### src/hdl/cal_pkg.sv
// calculator package with main states, cursor positions, opcodes and operand types
package cal_pkg;

    localparam int digit_width    = 4;
    localparam int operand_digits = 3;
    localparam int result_digits  = 6;
    // holds +/-998001
    localparam int result_width   = 21;

    localparam int button_width = 5;
    localparam int switch_width = 3;

    // lower index wins on simultaneous presses
    localparam int btn_left  = 0;
    localparam int btn_right = 1;
    localparam int btn_up    = 2;
    localparam int btn_down  = 3;
    localparam int btn_mid   = 4;

    typedef logic [digit_width-1:0] bcd_t;

    typedef struct packed {
        logic                         sign;
        bcd_t [operand_digits-1:0]    digits;
    } operand_t;

    typedef enum logic [2:0] {
        st_idle, st_input_a, st_input_b, st_exe, st_convert, st_display
    } cal_state_e;

    typedef enum logic [2:0] {
        cur_idle, cur_digit0, cur_digit1, cur_digit2, cur_sign
    } cursor_e;

    typedef enum logic [1:0] {
        op_add, op_sub, op_mul, op_none
    } op_e;

endpackage

### src/hdl/disp_pkg.sv
// display package with glyph codes, segment patterns and result pages
package disp_pkg;

    localparam int scan_positions = 4;

    // codes past the decimal digits
    localparam logic [3:0] glyph_blank = 4'd10;
    localparam logic [3:0] glyph_minus = 4'd11;

    // active low, segments a to g then dp
    typedef logic [7:0] seg_t;
    // active low digit enables, bit 0 is the rightmost digit
    typedef logic [3:0] ctrl_t;

    typedef enum logic {
        page_low, page_high
    } page_e;

    localparam seg_t seg_patterns [12] = '{
        8'b0000_0011, 8'b1001_1111, 8'b0010_0101, 8'b0000_1101,
        8'b1001_1001, 8'b0100_1001, 8'b0100_0001, 8'b0001_1111,
        8'b0000_0001, 8'b0001_1001,
        // blank
        8'b1111_1111,
        // minus
        8'b1111_1101
    };

endpackage

### src/hdl/bcd_result_if.sv
// decimal result bus from the binary to BCD converter to the display
`timescale 1ns/1ps

interface bcd_result_if;

    cal_pkg::bcd_t [cal_pkg::result_digits-1:0] digits;
    logic                                        sign;
    logic                                        invalid;
    // one cycle, digits hold until the next conversion
    logic                                        conv_done;

    modport source (
        output digits, sign, invalid, conv_done
    );

    modport sink (
        input digits, sign, invalid, conv_done
    );

endinterface

### src/hdl/cal_control.sv
// main calculator FSM sequencing entry, execute, conversion and display
`timescale 1ns/1ps

module cal_control (
    input  logic                clk,
    input  logic                reset,
    input  logic                mid,
    input  logic                conv_done,
    input  logic                last_page,
    output cal_pkg::cal_state_e state,
    output logic                exe_done
);

    cal_pkg::cal_state_e next_state;

    always_comb begin
        next_state = state;
        case (state)
            cal_pkg::st_idle: begin
                next_state = cal_pkg::st_input_a;
            end
            cal_pkg::st_input_a: begin
                if (mid) begin
                    next_state = cal_pkg::st_input_b;
                end
            end
            cal_pkg::st_input_b: begin
                if (mid) begin
                    next_state = cal_pkg::st_exe;
                end
            end
            // integer ops finish in a single cycle
            cal_pkg::st_exe: begin
                next_state = cal_pkg::st_convert;
            end
            cal_pkg::st_convert: begin
                if (conv_done) begin
                    next_state = cal_pkg::st_display;
                end
            end
            cal_pkg::st_display: begin
                if (mid && last_page) begin
                    next_state = cal_pkg::st_input_a;
                end
            end
            default: begin
                next_state = cal_pkg::st_idle;
            end
        endcase
    end

    always_ff @(posedge clk) begin
        if (reset) begin
            state <= cal_pkg::st_idle;
        end else begin
            state <= next_state;
        end
    end

    assign exe_done = (state == cal_pkg::st_display);

endmodule

### src/hdl/digit_entry.sv
// operand entry with button priority, cursor FSM, digit registers and operand capture
`timescale 1ns/1ps

module digit_entry (
    input  logic                             clk,
    input  logic                             reset,
    input  cal_pkg::cal_state_e              state,
    input  logic [cal_pkg::button_width-1:0] button,
    output logic                             mid,
    output cal_pkg::operand_t                live_digits,
    output cal_pkg::operand_t                operand_a,
    output cal_pkg::operand_t                operand_b
);

    logic [cal_pkg::button_width-1:0] btn_q;
    logic                             left;
    logic                             right;
    logic                             up;
    logic                             down;
    logic                             entry;
    cal_pkg::cursor_e                 cursor;
    cal_pkg::cursor_e                 cursor_next;

    function automatic cal_pkg::bcd_t step_digit(cal_pkg::bcd_t d, logic inc);
        if (inc) begin
            return (d == 4'd9) ? 4'd0 : d + 4'd1;
        end
        return (d == 4'd0) ? 4'd9 : d - 4'd1;
    endfunction

    // keep only the lowest pressed button
    assign btn_q = button & (~button + 1'b1);

    assign left  = btn_q[cal_pkg::btn_left];
    assign right = btn_q[cal_pkg::btn_right];
    assign up    = btn_q[cal_pkg::btn_up];
    assign down  = btn_q[cal_pkg::btn_down];
    assign mid   = btn_q[cal_pkg::btn_mid];

    assign entry = (state == cal_pkg::st_input_a) || (state == cal_pkg::st_input_b);

    always_comb begin
        cursor_next = cursor;
        if (!entry) begin
            cursor_next = cal_pkg::cur_idle;
        end else if (cursor == cal_pkg::cur_idle || mid) begin
            cursor_next = cal_pkg::cur_digit0;
        end else if (left) begin
            case (cursor)
                cal_pkg::cur_digit0: cursor_next = cal_pkg::cur_digit1;
                cal_pkg::cur_digit1: cursor_next = cal_pkg::cur_digit2;
                cal_pkg::cur_digit2: cursor_next = cal_pkg::cur_sign;
                default:             cursor_next = cursor;
            endcase
        end else if (right) begin
            case (cursor)
                cal_pkg::cur_sign:   cursor_next = cal_pkg::cur_digit2;
                cal_pkg::cur_digit2: cursor_next = cal_pkg::cur_digit1;
                cal_pkg::cur_digit1: cursor_next = cal_pkg::cur_digit0;
                default:             cursor_next = cursor;
            endcase
        end
    end

    always_ff @(posedge clk) begin
        if (reset) begin
            cursor <= cal_pkg::cur_idle;
        end else begin
            cursor <= cursor_next;
        end
    end

    // live digits, cleared once the operand is taken
    always_ff @(posedge clk) begin
        if (reset || (entry && mid)) begin
            live_digits <= '0;
        end else if (entry && (up || down)) begin
            case (cursor)
                cal_pkg::cur_digit0: live_digits.digits[0] <= step_digit(live_digits.digits[0], up);
                cal_pkg::cur_digit1: live_digits.digits[1] <= step_digit(live_digits.digits[1], up);
                cal_pkg::cur_digit2: live_digits.digits[2] <= step_digit(live_digits.digits[2], up);
                cal_pkg::cur_sign:   live_digits.sign <= ~live_digits.sign;
                default:             live_digits <= live_digits;
            endcase
        end
    end

    always_ff @(posedge clk) begin
        if (mid && state == cal_pkg::st_input_a) begin
            operand_a <= live_digits;
        end
        if (mid && state == cal_pkg::st_input_b) begin
            operand_b <= live_digits;
        end
    end

endmodule

### src/hdl/int_alu.sv
// integer alu with opcode decode, BCD to binary operands and registered add, sub or mul
`timescale 1ns/1ps

module int_alu (
    input  logic                                   clk,
    input  logic                                   reset,
    input  cal_pkg::cal_state_e                    state,
    input  logic [cal_pkg::switch_width-1:0]       switches,
    input  cal_pkg::operand_t                      operand_a,
    input  cal_pkg::operand_t                      operand_b,
    output logic signed [cal_pkg::result_width-1:0] result,
    output logic                                   invalid
);

    cal_pkg::op_e                            op;
    logic signed [cal_pkg::result_width-1:0] a_bin;
    logic signed [cal_pkg::result_width-1:0] b_bin;

    function automatic logic signed [cal_pkg::result_width-1:0] to_bin(cal_pkg::operand_t o);
        logic signed [cal_pkg::result_width-1:0] mag;
        mag = o.digits[2] * 100 + o.digits[1] * 10 + o.digits[0];
        return o.sign ? -mag : mag;
    endfunction

    // lowest set switch picks the op
    always_comb begin
        if (switches[0]) begin
            op = cal_pkg::op_add;
        end else if (switches[1]) begin
            op = cal_pkg::op_sub;
        end else if (switches[2]) begin
            op = cal_pkg::op_mul;
        end else begin
            op = cal_pkg::op_none;
        end
    end

    assign a_bin = to_bin(operand_a);
    assign b_bin = to_bin(operand_b);

    always_ff @(posedge clk) begin
        if (reset) begin
            invalid <= 1'b0;
        end else if (state == cal_pkg::st_exe) begin
            invalid <= (op == cal_pkg::op_none);
        end
    end

    always_ff @(posedge clk) begin
        if (state == cal_pkg::st_exe) begin
            case (op)
                cal_pkg::op_add: result <= a_bin + b_bin;
                cal_pkg::op_sub: result <= a_bin - b_bin;
                cal_pkg::op_mul: result <= a_bin * b_bin;
                default:         result <= '0;
            endcase
        end
    end

endmodule

### src/hdl/bin2bcd.sv
// serial double dabble turning the result magnitude into six decimal digits
`timescale 1ns/1ps

module bin2bcd (
    input  logic                                   clk,
    input  logic                                   reset,
    input  cal_pkg::cal_state_e                    state,
    input  logic signed [cal_pkg::result_width-1:0] result,
    input  logic                                   invalid,
    bcd_result_if.source                           res
);

    localparam int mag_width = cal_pkg::result_width - 1;
    localparam int dw        = cal_pkg::digit_width;
    localparam int bcd_width = cal_pkg::result_digits * dw;

    logic [$clog2(mag_width)-1:0]    cnt;
    logic                            convert;
    logic                            first;
    logic [cal_pkg::result_width-1:0] abs_val;
    logic [mag_width-1:0]            bin_src;
    logic [mag_width-1:0]            bin_q;
    logic [bcd_width-1:0]            bcd_src;
    logic [bcd_width-1:0]            bcd_adj;
    logic [bcd_width-1:0]            bcd_q;
    logic                            sign_q;
    logic                            invalid_q;

    assign convert = (state == cal_pkg::st_convert);
    assign first   = convert && (cnt == '0);

    // first convert cycle shifts straight from the alu result
    assign abs_val = result[cal_pkg::result_width-1] ? -result : result;
    assign bin_src = first ? abs_val[mag_width-1:0] : bin_q;
    assign bcd_src = first ? '0 : bcd_q;

    always_comb begin
        for (int i = 0; i < cal_pkg::result_digits; i++) begin
            bcd_adj[i*dw +: dw] = (bcd_src[i*dw +: dw] >= 4'd5) ? bcd_src[i*dw +: dw] + 4'd3
                                                                : bcd_src[i*dw +: dw];
        end
    end

    always_ff @(posedge clk) begin
        if (reset || !convert) begin
            cnt <= '0;
        end else begin
            cnt <= cnt + 1'b1;
        end
    end

    always_ff @(posedge clk) begin
        if (convert) begin
            {bcd_q, bin_q} <= {bcd_adj, bin_src} << 1;
        end
        if (first) begin
            sign_q    <= result[cal_pkg::result_width-1];
            invalid_q <= invalid;
        end
    end

    assign res.digits    = bcd_q;
    assign res.sign      = sign_q;
    assign res.invalid   = invalid_q;
    assign res.conv_done = convert && (cnt == mag_width - 1);

endmodule

### src/hdl/seg_display.sv
// seven segment scan with entry view, result pages and segment decode
`timescale 1ns/1ps

module seg_display #(
    parameter int scan_div_width = 10
) (
    input  logic                clk,
    input  logic                reset,
    input  cal_pkg::cal_state_e state,
    input  logic                mid,
    input  cal_pkg::operand_t   live_digits,
    bcd_result_if.sink          res,
    output logic                last_page,
    output disp_pkg::ctrl_t     digit_ctrl,
    output disp_pkg::seg_t      digit_seg,
    output logic [1:0]          display_stage
);

    localparam int pos_width = $clog2(disp_pkg::scan_positions);

    logic [scan_div_width-1:0] div_cnt;
    logic                      scan_tick;
    logic [pos_width-1:0]      pos;
    logic                      sign_pos;
    disp_pkg::page_e           page;
    logic                      entry;
    logic                      showing;
    logic                      active;
    logic [2:0]                res_idx;
    logic [3:0]                glyph;

    function automatic logic [3:0] sign_glyph(logic neg);
        return neg ? disp_pkg::glyph_minus : disp_pkg::glyph_blank;
    endfunction

    assign scan_tick = &div_cnt;

    always_ff @(posedge clk) begin
        if (reset) begin
            div_cnt <= '0;
            pos     <= '0;
        end else begin
            div_cnt <= div_cnt + 1'b1;
            if (scan_tick) begin
                pos <= pos + 1'b1;
            end
        end
    end

    assign entry    = (state == cal_pkg::st_input_a) || (state == cal_pkg::st_input_b);
    assign showing  = (state == cal_pkg::st_display);
    assign sign_pos = (pos == pos_width'(disp_pkg::scan_positions - 1));

    // an invalid result has a single page
    assign last_page = (page == disp_pkg::page_high) || res.invalid;

    always_ff @(posedge clk) begin
        if (reset || res.conv_done) begin
            page <= disp_pkg::page_low;
        end else if (showing && mid && !last_page) begin
            page <= disp_pkg::page_high;
        end
    end

    assign display_stage = showing ? {1'b0, page} + 2'd1 : 2'd0;

    // high page shows digits 5 to 3
    assign res_idx = (page == disp_pkg::page_high) ? 3'(pos) + 3'd3 : 3'(pos);

    always_comb begin
        glyph = disp_pkg::glyph_blank;
        if (entry) begin
            if (sign_pos) begin
                glyph = sign_glyph(live_digits.sign);
            end else begin
                glyph = live_digits.digits[pos];
            end
        end else if (showing) begin
            if (sign_pos) begin
                glyph = sign_glyph(res.sign);
            end else begin
                glyph = res.digits[res_idx];
            end
        end
    end

    assign active     = entry || (showing && !res.invalid);
    assign digit_ctrl = active ? ~(disp_pkg::ctrl_t'(1) << pos) : '1;
    assign digit_seg  = disp_pkg::seg_patterns[glyph];

endmodule

### src/hdl/cal_top.sv
// calculator top level connecting entry, alu, converter and seven segment display
`timescale 1ns/1ps

module cal_top #(
    parameter int scan_div_width = 10
) (
    input  logic                             clk,
    input  logic                             reset,
    input  logic [cal_pkg::button_width-1:0] board_cal_button,
    input  logic [cal_pkg::switch_width-1:0] board_cal_switchs,
    output disp_pkg::ctrl_t                  cal_board_digit_ctrl,
    output disp_pkg::seg_t                   cal_board_digit_seg,
    output logic                             cal_board_exe_done,
    output logic [1:0]                       cal_board_display_stage
);

    cal_pkg::cal_state_e                     state;
    logic                                    mid;
    logic                                    last_page;
    cal_pkg::operand_t                       live_digits;
    cal_pkg::operand_t                       operand_a;
    cal_pkg::operand_t                       operand_b;
    logic signed [cal_pkg::result_width-1:0] result;
    logic                                    invalid;

    bcd_result_if res_bus ();

    cal_control u_cal_control (
        .clk       (clk),
        .reset     (reset),
        .mid       (mid),
        .conv_done (res_bus.conv_done),
        .last_page (last_page),
        .state     (state),
        .exe_done  (cal_board_exe_done)
    );

    digit_entry u_digit_entry (
        .clk         (clk),
        .reset       (reset),
        .state       (state),
        .button      (board_cal_button),
        .mid         (mid),
        .live_digits (live_digits),
        .operand_a   (operand_a),
        .operand_b   (operand_b)
    );

    int_alu u_int_alu (
        .clk       (clk),
        .reset     (reset),
        .state     (state),
        .switches  (board_cal_switchs),
        .operand_a (operand_a),
        .operand_b (operand_b),
        .result    (result),
        .invalid   (invalid)
    );

    bin2bcd u_bin2bcd (
        .clk     (clk),
        .reset   (reset),
        .state   (state),
        .result  (result),
        .invalid (invalid),
        .res     (res_bus.source)
    );

    seg_display #(
        .scan_div_width (scan_div_width)
    ) u_seg_display (
        .clk           (clk),
        .reset         (reset),
        .state         (state),
        .mid           (mid),
        .live_digits   (live_digits),
        .res           (res_bus.sink),
        .last_page     (last_page),
        .digit_ctrl    (cal_board_digit_ctrl),
        .digit_seg     (cal_board_digit_seg),
        .display_stage (cal_board_display_stage)
    );

endmodule

### config.mk
export PLATFORM = sky130hd
export DESIGN_NAME = cal_top
export DESIGN_NICKNAME = d
export VERILOG_FILES = /design/src/hdl/cal_pkg.sv /design/src/hdl/disp_pkg.sv /design/src/hdl/bcd_result_if.sv /design/src/hdl/cal_control.sv /design/src/hdl/digit_entry.sv /design/src/hdl/int_alu.sv /design/src/hdl/bin2bcd.sv /design/src/hdl/seg_display.sv /design/src/hdl/cal_top.sv
export SDC_FILE = /design/constraint.sdc
export NUM_CORES = 1
export LEC_CHECK = 0
export ABC_AREA = 0
export BUFFER_PORTS_ARGS = -buffer_cell sky130_fd_sc_hd__buf_2
export CORE_MARGIN = 4
export CORE_UTILIZATION = 33
export CTS_CLUSTER_SIZE = 16
export DETAILED_ROUTE_END_ITERATION = 12
export PLACE_DENSITY_LB_ADDON = 0.12
export RECOVER_POWER = 100
export SYNTH_ARGS = -nofsm -noshare
export SYNTH_HDL_FRONTEND = slang
export SYNTH_SLANG_ARGS = --single-unit
### constraint.sdc
create_clock -name clk -period 9.8 [get_ports clk]
set_input_delay 0.98 -clock clk [delete_from_list [all_inputs] [get_ports clk]]
set_output_delay 0.98 -clock clk [all_outputs]
set_load 0.02 [all_outputs]
# ---- Word level (Yosys, flattened, before mapping)
# Memory sizes are Yosys's and may differ from the RTL's.
# Index checks and enable logic that the tools add are counted.
dict set report totals {
  reg_bits 130
  rom_bits 128
  inputBits 10
  output_inout_bits 15
  memories 1
}
dict set report op_classes {
  n_addsub 27
  mul 5
  order_cmp 9
  eq_ne 23
  n_shift 1
  mux 62
  n_bitwise 6
  n_reduce_logical 42
}
# memory words word_bits rd rd_ports_with_merged_regs wr line
set mem_list {}
lappend mem_list {{(no name shown)} 16 8 1 0 0 seg_display.sv:89} ;# assign digit_seg = disp_pkg::seg_patterns[glyph];
# operator count
set op_table {}
lappend op_table {{$mux W4} 24}
lappend op_table {{$pmux W21 S3} 1}
lappend op_table {{$add A21 B4 Y21} 2}
lappend op_table {{$mux W21} 2}
lappend op_table {{$neg A21 Y21} 2}
lappend op_table {{$mux W20} 2}
lappend op_table {{$add A11 B8 Y12} 2}
lappend op_table {{$ge A4 B3 Y1 const B} 6}
lappend op_table {{$mux W24} 1}
lappend op_table {{$mux W3} 8}
lappend op_table {{$add A21 B21 Y21} 1}
lappend op_table {{$mul A21 B21 Y21} 1}
lappend op_table {{$sub A21 B21 Y21} 1}
lappend op_table {{$add A4 B2 Y4 const B} 5}
lappend op_table {{$neg A20 Y20} 1}
lappend op_table {{$mul A4 B5 Y9 const B} 2}
lappend op_table {{$pmux W3 S3} 2}
lappend op_table {{$pmux W3 S6} 1}
lappend op_table {{$mux W8} 2}
lappend op_table {{$mul A4 B3 Y7 const B} 2}
lappend op_table {{$mux W1} 14}
lappend op_table {{$add A4 B1 Y4 const B} 3}
lappend op_table {{$bmux W4 S3} 1}
lappend op_table {{$eq A3 B2 Y1 const B} 4}
lappend op_table {{45 further kinds} 85}

# ---- Longest topological paths before layout
# Gate-level depths: netlist (run 1).
dict set report logic_depth {
  word_depth 11
  mapped_depth 41
  depth_no_buf 39
}

# ---- Hierarchy
# Synthesis (run 1) repeated with hierarchy kept, for this count alone.
dict set report unflattened {
  hier_cells 2025
  hier_area_um2 17798.3
}
# module n_inst cells_each area_each_um2 seq_area_each_um2
set by_module_without_submodules {}
lappend by_module_without_submodules {int_alu 1 1354 11349.6 650.6}
lappend by_module_without_submodules {bin2bcd 1 293 2890.3 1451.4}
lappend by_module_without_submodules {digit_entry 1 169 1893.1 1101.1}
lappend by_module_without_submodules {seg_display 1 189 1498.9 260.2}
lappend by_module_without_submodules {cal_control 1 20 166.4 60.1}

# ---- Worst setup path after synthesis (run 1)
# No wires, ideal clock.
dict set report synth_timing {
  path_kind {reg2reg}
  start {reg, netlist name u_digit_entry.operand_b[7]}
  end {reg u_int_alu.result[20] (netlist bit), data pin}
  setup_time_ps 265
  arrival_ps 9676
  required_time_ps 9535
  setup_slack_ps -141
  stages_incl_launch_ff 41
  period_less_slack_ps 9941
  cell_sequence {edfxtp_1 > ha_1 > ha_1 > inv_1 > fa_1 > inv_1 > ha_1 > or2_2 > o31ai_1 > xor2_1 > or3_1 > buf_2 > nor4_1 > mux2i_1 > or3_4 > o31a_1 > buf_2 > clkbuf_1 > (+5 left out) > fa_1 > fa_1 > inv_1 > fa_1 > fa_1 > inv_1 > fa_1 > xnor2_1 > xnor2_1 > xnor2_1 > xnor2_1 > xnor2_1 > xnor2_1 > xnor2_1 > xnor3_1 > xnor2_1 > a21oi_1 > a21oi_1}
}
dict set report synth_via {
  elab_chain_cells 7
  word_cells_on_any_way 9
  classes_between {add/sub: 5; mul: 2; mux: 2}
}
# element line
set synth_rtl {}
lappend synth_rtl {{$mul A4 B3 Y7 (*)} int_alu.sv:21} ;# mag = o.digits[2] * 100 + o.digits[1] * 10 + o.digits[0];
lappend synth_rtl {{$add A11 B8 Y12 (*)} int_alu.sv:21}
lappend synth_rtl {{$add A21 B4 Y21 (*)} int_alu.sv:21}
lappend synth_rtl {{$neg A21 Y21} int_alu.sv:22} ;# return o.sign ? -mag : mag;
lappend synth_rtl {{$mux W21 (*)} int_alu.sv:22}
lappend synth_rtl {{$mul A21 B21 Y21, or another cell as far along} int_alu.sv:54} ;# cal_pkg::op_mul: result <= a_bin * b_bin;
lappend synth_rtl {{$pmux W21 S3 (*)} int_alu.sv:51} ;# case (op)
lappend synth_rtl {{to (signal assigned)} int_alu.sv:52} ;# cal_pkg::op_add: result <= a_bin + b_bin;
lappend synth_rtl {{to (signal assigned)} int_alu.sv:53} ;# cal_pkg::op_sub: result <= a_bin - b_bin;
lappend synth_rtl {{to (signal assigned)} int_alu.sv:54}
lappend synth_rtl {{to (decl)} int_alu.sv:11} ;# output logic signed [cal_pkg::result_width-1:0] result,
# Mark *: on every way between the ends. The rest lies on a longest branch, timed or not.
# A chain may end at the register's enable or synchronous reset.

# ---- Worst setup path after layout (run 1)
dict set report layout_timing {
  start {reg, netlist name u_digit_entry.operand_a[5]}
  end {reg u_int_alu.result[20] (netlist bit), data pin}
}
dict set report layout_via {
  elab_chain_cells 7
  word_cells_on_any_way 9
  classes_between {add/sub: 5; mul: 2; mux: 2}
}
# element line
set layout_rtl {}
lappend layout_rtl {{$mul A4 B3 Y7 (*)} int_alu.sv:21}
lappend layout_rtl {{$add A11 B8 Y12 (*)} int_alu.sv:21}
lappend layout_rtl {{$add A21 B4 Y21 (*)} int_alu.sv:21}
lappend layout_rtl {{$neg A21 Y21} int_alu.sv:22}
lappend layout_rtl {{$mux W21 (*)} int_alu.sv:22}
lappend layout_rtl {{$mul A21 B21 Y21, or another cell as far along} int_alu.sv:54}
lappend layout_rtl {{$pmux W21 S3 (*)} int_alu.sv:51}
# Marked as above.

==> results of run 1 <==
final cells by class:
| class | instances | area [sq um] | share of cell area |
|---|---|---|---|
| clock buffer | 18 | 429 | 0.0201 |
| clock inverter | 14 | 91.3 | 0.00427 |
| inverter | 325 | 1220 | 0.0573 |
| multi-input combinational | 1538 | 12900 | 0.606 |
| sequential | 130 | 3520 | 0.165 |
| tap | 688 | 861 | 0.0403 |
| timing repair buffer | 312 | 2300 | 0.108 |
per-stage QoR:
stage / hold slack [ps] / worst slack (ps) / total power [uW] / setup TNS (ps) / cells
2_1_floorplan: 408 / 13.5 / 1120 / 0 / 2072
3_3_place_gp: 420 / -709 / 1530 / -860 / 2986
3_5_place_dp: 434 / -792 / 1530 / -983 / 2986
4_1_cts: 445 / -187 / 2130 / -187 / 3021
5_1_grt: 455 / -672 / 2280 / -1450 / 3025
6_report: 448 / -206 / 2110 / -206 / 3025
what timing repair did:
| item | in CTS | in global routing |
|---|---|---|
| setup endpoints to repair | 4 | 6 |
| resized for setup | 33 | 32 |
| buffers inserted | 3 | 4 |
| pin swaps | 25 | 23 |
placed cells by master, fill, tap and decap left out, types with 17 or more instances in the layout:
| master | synthesis | routed |
|---|---|---|
| o21ai_0 | 86 | 79 |
| nand2_1 | 234 | 234 |
| buf_4 | 2 | 266 |
| mux2i_1 | 22 | 22 |
| ha_1 | 181 | 178 |
| xor2_1 | 61 | 61 |
| nand2b_1 | 30 | 30 |
| inv_1 | 318 | 316 |
| edfxtp_1 | 92 | 92 |
| a21oi_1 | 90 | 88 |
| xnor2_1 | 106 | 98 |
| fa_1 | 164 | 161 |
| nor2_1 | 174 | 172 |
| and2_1 | 20 | 18 |
| clkbuf_1 | 68 | 27 |
| dfxtp_1 | 38 | 38 |
| o31ai_1 | 21 | 18 |
| nor3_1 | 32 | 28 |
| clkbuf_16 | 0 | 17 |
| nor2b_1 | 27 | 26 |
| o22ai_1 | 18 | 18 |
| nand3_1 | 45 | 45 |
registers in the layout, indices dropped and copies added (netlist names), 2 cells and up:
| register | cells |
|---|---|
| u_digit_entry.cursor | 3 |
| u_bin2bcd.bin_q | 19 |
| u_bin2bcd.res.digits | 24 |
| u_seg_display.div_cnt | 10 |
| u_digit_entry.operand_b | 13 |
| u_cal_control.state | 3 |
| u_digit_entry.operand_a | 13 |
| u_seg_display.pos | 2 |
| u_int_alu.result | 21 |
| u_digit_entry.live_digits | 13 |
| u_bin2bcd.cnt | 5 |
worst max-delay path: cells and delay by family, from the launching register on:
kind | cells | cell delay (ps)
fa+ha+maj | 11 | 4670
xor+xnor | 10 | 1860
buf+inv | 12 | 1390
compound gates | 5 | 830
simple gates | 5 | 650
flops | 1 | 390
path summary, 6_finish.rpt:
kind | end | startpoint
worst max-delay path | u_int_alu.result[20] | u_digit_entry.operand_a[5]
worst min-delay path | u_bin2bcd.res.invalid | u_int_alu.invalid
worst max register to register | u_int_alu.result[20] | u_digit_entry.operand_a[5]
worst min register to register | u_bin2bcd.res.invalid | u_int_alu.invalid
cells by family (layout without fill, tap and decap cells):
group,after synthesis,after routing,share of synthesized area
and+or+nand+nor,652,652,0.172
DFF,130,130,0.199
adders and majority gates,345,345,0.314
AOI/OAI and AO/OA,339,339,0.122
other,1,1,0.000212
muxes,30,30,0.0188
xor gates and xnor gates,171,171,0.0871
buffers and inverters,404,669,0.0865
power groups by stage:
| stage | Sequential [uW] | Combinational [uW] | Clock [uW] |
|---|---|---|---|
| after global routing | 595 | 1080 | 608 |
| after global placement | 606 | 928 | 0 |
| after floorplan | 604 | 516 | 0 |
| after detailed placement | 606 | 928 | 0 |
| after CTS | 595 | 950 | 582 |
| final | 595 | 952 | 566 |
metal layers:
layer	global-route usage	wire [um]
met5	0	0
met4	0.0332	780
met3	0.0180	1560
met2	0.289	22600
met1	0.241	22700
==> impl_metrics.tcl, run 1 <==
set metrics [dict create \
    wl_per_cell_um 15.8 \
    powerDensity_nw_per_um2 98.9 \
    ys.flop_type "edfxtp_1" \
    drcViolationCount 0 \
    finish.utilization 0.405 \
    p_clk_frac 0.268 \
    dpl_cell_area_sq_um 20600 \
    worstHoldPathCells 0 \
    track_usage 0.171 \
    synth_nets 2427 \
    fin_skew_ps 11.5 \
    via_count 14800 \
    fmax_mhz 99.9 \
    drt-total-wl_um 47700 \
    min_path_type "reg -> reg" \
    cts_tree "built" \
    dieHeight_um 239 \
    place.detailed.hpwl_um 38900 \
    synth_top_area_frac 0.186 \
    path_clk_slew_ps 60 \
    reg2reg_depth 43 \
    dr.pass1.iters 5 \
    worst_pin_slew_ps 2580 \
    yosysTopAreaCell "fa_1" \
    synth.most_common_cell "inv_1" \
    rsz0062_at_grt "true" \
    synthTopCellsByCount "inv_1 (318), nand2_1 (234), ha_1 (181)" \
    start_util 0.335 \
    crit_type "reg -> reg" \
    via_per_inst 4.91 \
    synth_cells 2072 \
    syn2layout_area_growth_pct 20.8 \
    startpoint_type "register" \
    violations "max-capacitance violations, max-slew violations, negative setup slack" \
    static-leakage-power_uw 0.00975 \
    cts_sinks 130 \
    max_slew_margin -0.721 \
    crit_slowest_cell "fa_1" \
    clockBufferDepth 2 \
    antenna_cells 0 \
    power_frac_comb 0.451 \
    r2r_slack_ps -210 \
    outcome "finished, violations left" \
    slew_violations 115 \
    numCtsBuffers 17 \
    syn_area_sq_um 17700 \
    drt_iter0_markers 730 \
    ir_worst_vdd_uv 127 \
    cts_root_buf "clkbuf_16" \
    crit_path_end_kind "register" \
    power_frac_seq 0.281 \
    core_sq_um 52800 \
    setup_slack_ps -206 \
    grt_pass1_wl_um 79000 \
    ys_ff_latch 130 \
    htreeDepth 4 \
    slowest_delay_ps 570 \
    maxCapViolations 3 \
    setup_violations 1 \
    num_io_pins 25 \
    synth_edf_count 92 \
    ctsHoldBuffers 0 \
    synth_area_leaders "fa_1 (19%), edfxtp_1 (16%), ha_1 (13%)" \
    die_width_um 239 \
    synth_seq_area_share 0.199 \
    p_sw_uw 760 \
    finalCriticalPeriod_ps 10010 \
    synthArstFlopShare 0 \
    worstPathArrival_ps 10180 \
    sw_frac_of_total 0.360 \
    drive_above_1_share 0.172 \
    fin_nets 2679 \
    ys_warn_count 0 \
    fp.dieArea_sq_um 57400 \
    hold_viol 0 \
    avgSynthCellArea_sq_um 8.53 \
    antenna_left 0 \
    cp_max_fo 5 \
    p_int_uw 1350 \
    num_rows 84 \
    antenna_found_initial 0 \
    n_fill_cell 5437 \
    grt_max_degree 53 \
    crit_required_ps 9970 \
    synth_cell_type_count 85 \
    port_buffers 23 \
    final_cell_area_sq_um 21400 \
    place.gp.congestion 0.863 \
    period_share 1.02 \
    grt_pass1_vias 15100 \
    worstSkewPairLatency_ps 430 \
    gr-total-overflow 0 \
]
Note: power is estimated with default switching activity, not from simulation.
==> run 2: changes to the inputs <==
==> constraint.sdc (replaced) <==
create_clock -name clk -period 11.5 [get_ports clk]
set_input_delay 1.15 -clock clk [delete_from_list [all_inputs] [get_ports clk]]
set_output_delay 1.15 -clock clk [all_outputs]
set_load 0.02 [all_outputs]
==> impl_metrics.tcl, run 2 (synthesis gave the netlist of run 1 again) <==
set metrics [dict create \
    regMostFlops "u_bin2bcd.res.digits" \
    worst_pin_slew_ps 2660 \
    regArea_sq_um 3520 \
    pre_cts_ws_ps 864 \
    place.gp.congestion 0.867 \
    static-leakage-power_uw 0.00848 \
    fin_skew_ps 10.1 \
    maxCapViolations 3 \
    antenna_cells 0 \
    gr-total-overflow 0 \
    worstPathArrival_ps 10890 \
    dieHeight_um 239 \
    drt_iter0_markers 755 \
    fin_nets 2429 \
    setup_tns_ps 0 \
    cp_max_fo 8 \
    cpMostUsedCell "fa_1" \
    drt-total-wl_um 45800 \
    crit_type "reg -> reg" \
    hold_viol 0 \
    num_rows 84 \
    antenna_found_initial 1 \
    die_width_um 239 \
    cts_root_buf "clkbuf_16" \
    clockBufferDepth 2 \
    start_util 0.335 \
    cts_tree "built" \
    period_share 0.934 \
    crit_family "adder cells" \
    grt_pass1_wl_um 75000 \
    numCtsBuffers 17 \
    final_cell_mix "inv_1 (318), nand2_1 (234), ha_1 (181)" \
    track_usage 0.163 \
    outcome "finished, violations left" \
    violations "max-capacitance violations, max-slew violations" \
    timing.hold.ws_ps 433 \
    htreeDepth 4 \
    cts_sinks 130 \
    path_buf_inv 4 \
    wl_per_cell_um 16.5 \
    antenna_left 0 \
    finalCriticalPeriod_ps 10740 \
    rsz0062_at_grt "false" \
    dr.pass1.iters 5 \
    grt_max_degree 53 \
    ctsHoldBuffers 0 \
    startpoint_type "register" \
    via_per_inst 5.03 \
    fp.dieArea_sq_um 57400 \
    multiInputGateArea_sq_um 12700 \
    crit_path_end_kind "register" \
    port_buffers 23 \
    n_fill_cell 5457 \
    drcViolationCount 0 \
    slowest_delay_ps 590 \
    path_clk_slew_ps 60 \
    max_slew_margin -0.775 \
    num_io_pins 25 \
    drive_above_1_share 0.0517 \
    place.detailed.hpwl_um 35900 \
    grt_pass1_vias 14000 \
    layout_commonest_cell "inv_1" \
    post_cts_buffers 0 \
    syn2layout_area_growth_pct 8.70 \
    ir_worst_vdd_uv 98.6 \
    cts_resized 0 \
    crit_slowest_cell "or4b_1" \
    worstSkewPairLatency_ps 430 \
    largest_reg_flops 24 \
    crit_required_ps 11650 \
    finish.utilization 0.364 \
    powerDensity_nw_per_um2 85.4 \
    via_count 14000 \
    setup_slack_ps 763 \
    min_path_type "reg -> reg" \
    core_sq_um 52800 \
    setup_violations 0 \
    fmax_mhz 93.1 \
    slew_violations 122 \
]
## run 2: cell count changes in the layout (fill, tap and decap cells not counted), moves of 6 or more
cell	change
buf_4	-234
o21ai_0	+8
clkbuf_4	-6
xnor2_2	-6
## run 2: metal layers
layer  vias to the layer above  routed length (um)  GRT usage
met5                         -                   0          0
met4                         0                 722     0.0338
met3                        48                1710     0.0201
met2                       244               21400      0.271
met1                      6819               21900      0.231
li1                       6850                   -          -
## run 2: worst paths after layout
| check | to | slack (ps) | cells after the start | startpoint |
|---|---|---|---|---|
| min reg2reg | u_bin2bcd.res.invalid | 430 | 0 | u_int_alu.invalid |
| max reg2reg | u_int_alu.result[20] | 760 | 33 | u_digit_entry.operand_a[7] |
| min | u_bin2bcd.res.invalid | 430 | 0 | u_int_alu.invalid |
| max | u_int_alu.result[20] | 760 | 33 | u_digit_entry.operand_a[7] |
## run 2: layout make-up
cell class / instances / area share
clock buffers: 18 / 0.0223
clock inverters: 14 / 0.00814
inverters: 325 / 0.0635
multi-input cells: 1538 / 0.659
flip-flops and latches: 130 / 0.183
well taps: 688 / 0.0448
repair buffers: 62 / 0.0187
## run 2: worst register-to-register path: cells and delay by family, from the launching register on
| kind | cells | cell delay (ps) |
|---|---|---|
| adders and majority gates | 12 | 5090 |
| AOI/OAI and AO/OA | 9 | 1730 |
| and+or+nand+nor | 5 | 1530 |
| xor gates and xnor gates | 3 | 1050 |
| buffers and inverters | 4 | 620 |
| DFF | 1 | 420 |
## run 2: per-stage QoR
step | power, uW | area [sq um] | cells
2_1_floorplan | 954 | 17700 | 2072
3_3_place_gp | 1120 | 18700 | 2743
3_5_place_dp | 1120 | 18700 | 2743
4_1_cts | 1670 | 19300 | 2775
5_1_grt | 1760 | 19200 | 2775
6_report | 1640 | 19200 | 2775
## run 2: power by group
| part | internal (uW) | total, uW | switching, uW |
|---|---|---|---|
| Sequential | 503 | 507 | 3.49 |
| Clock | 321 | 536 | 215 |
| Combinational | 236 | 599 | 363 |
| Total | 1060 | 1640 | 582 |
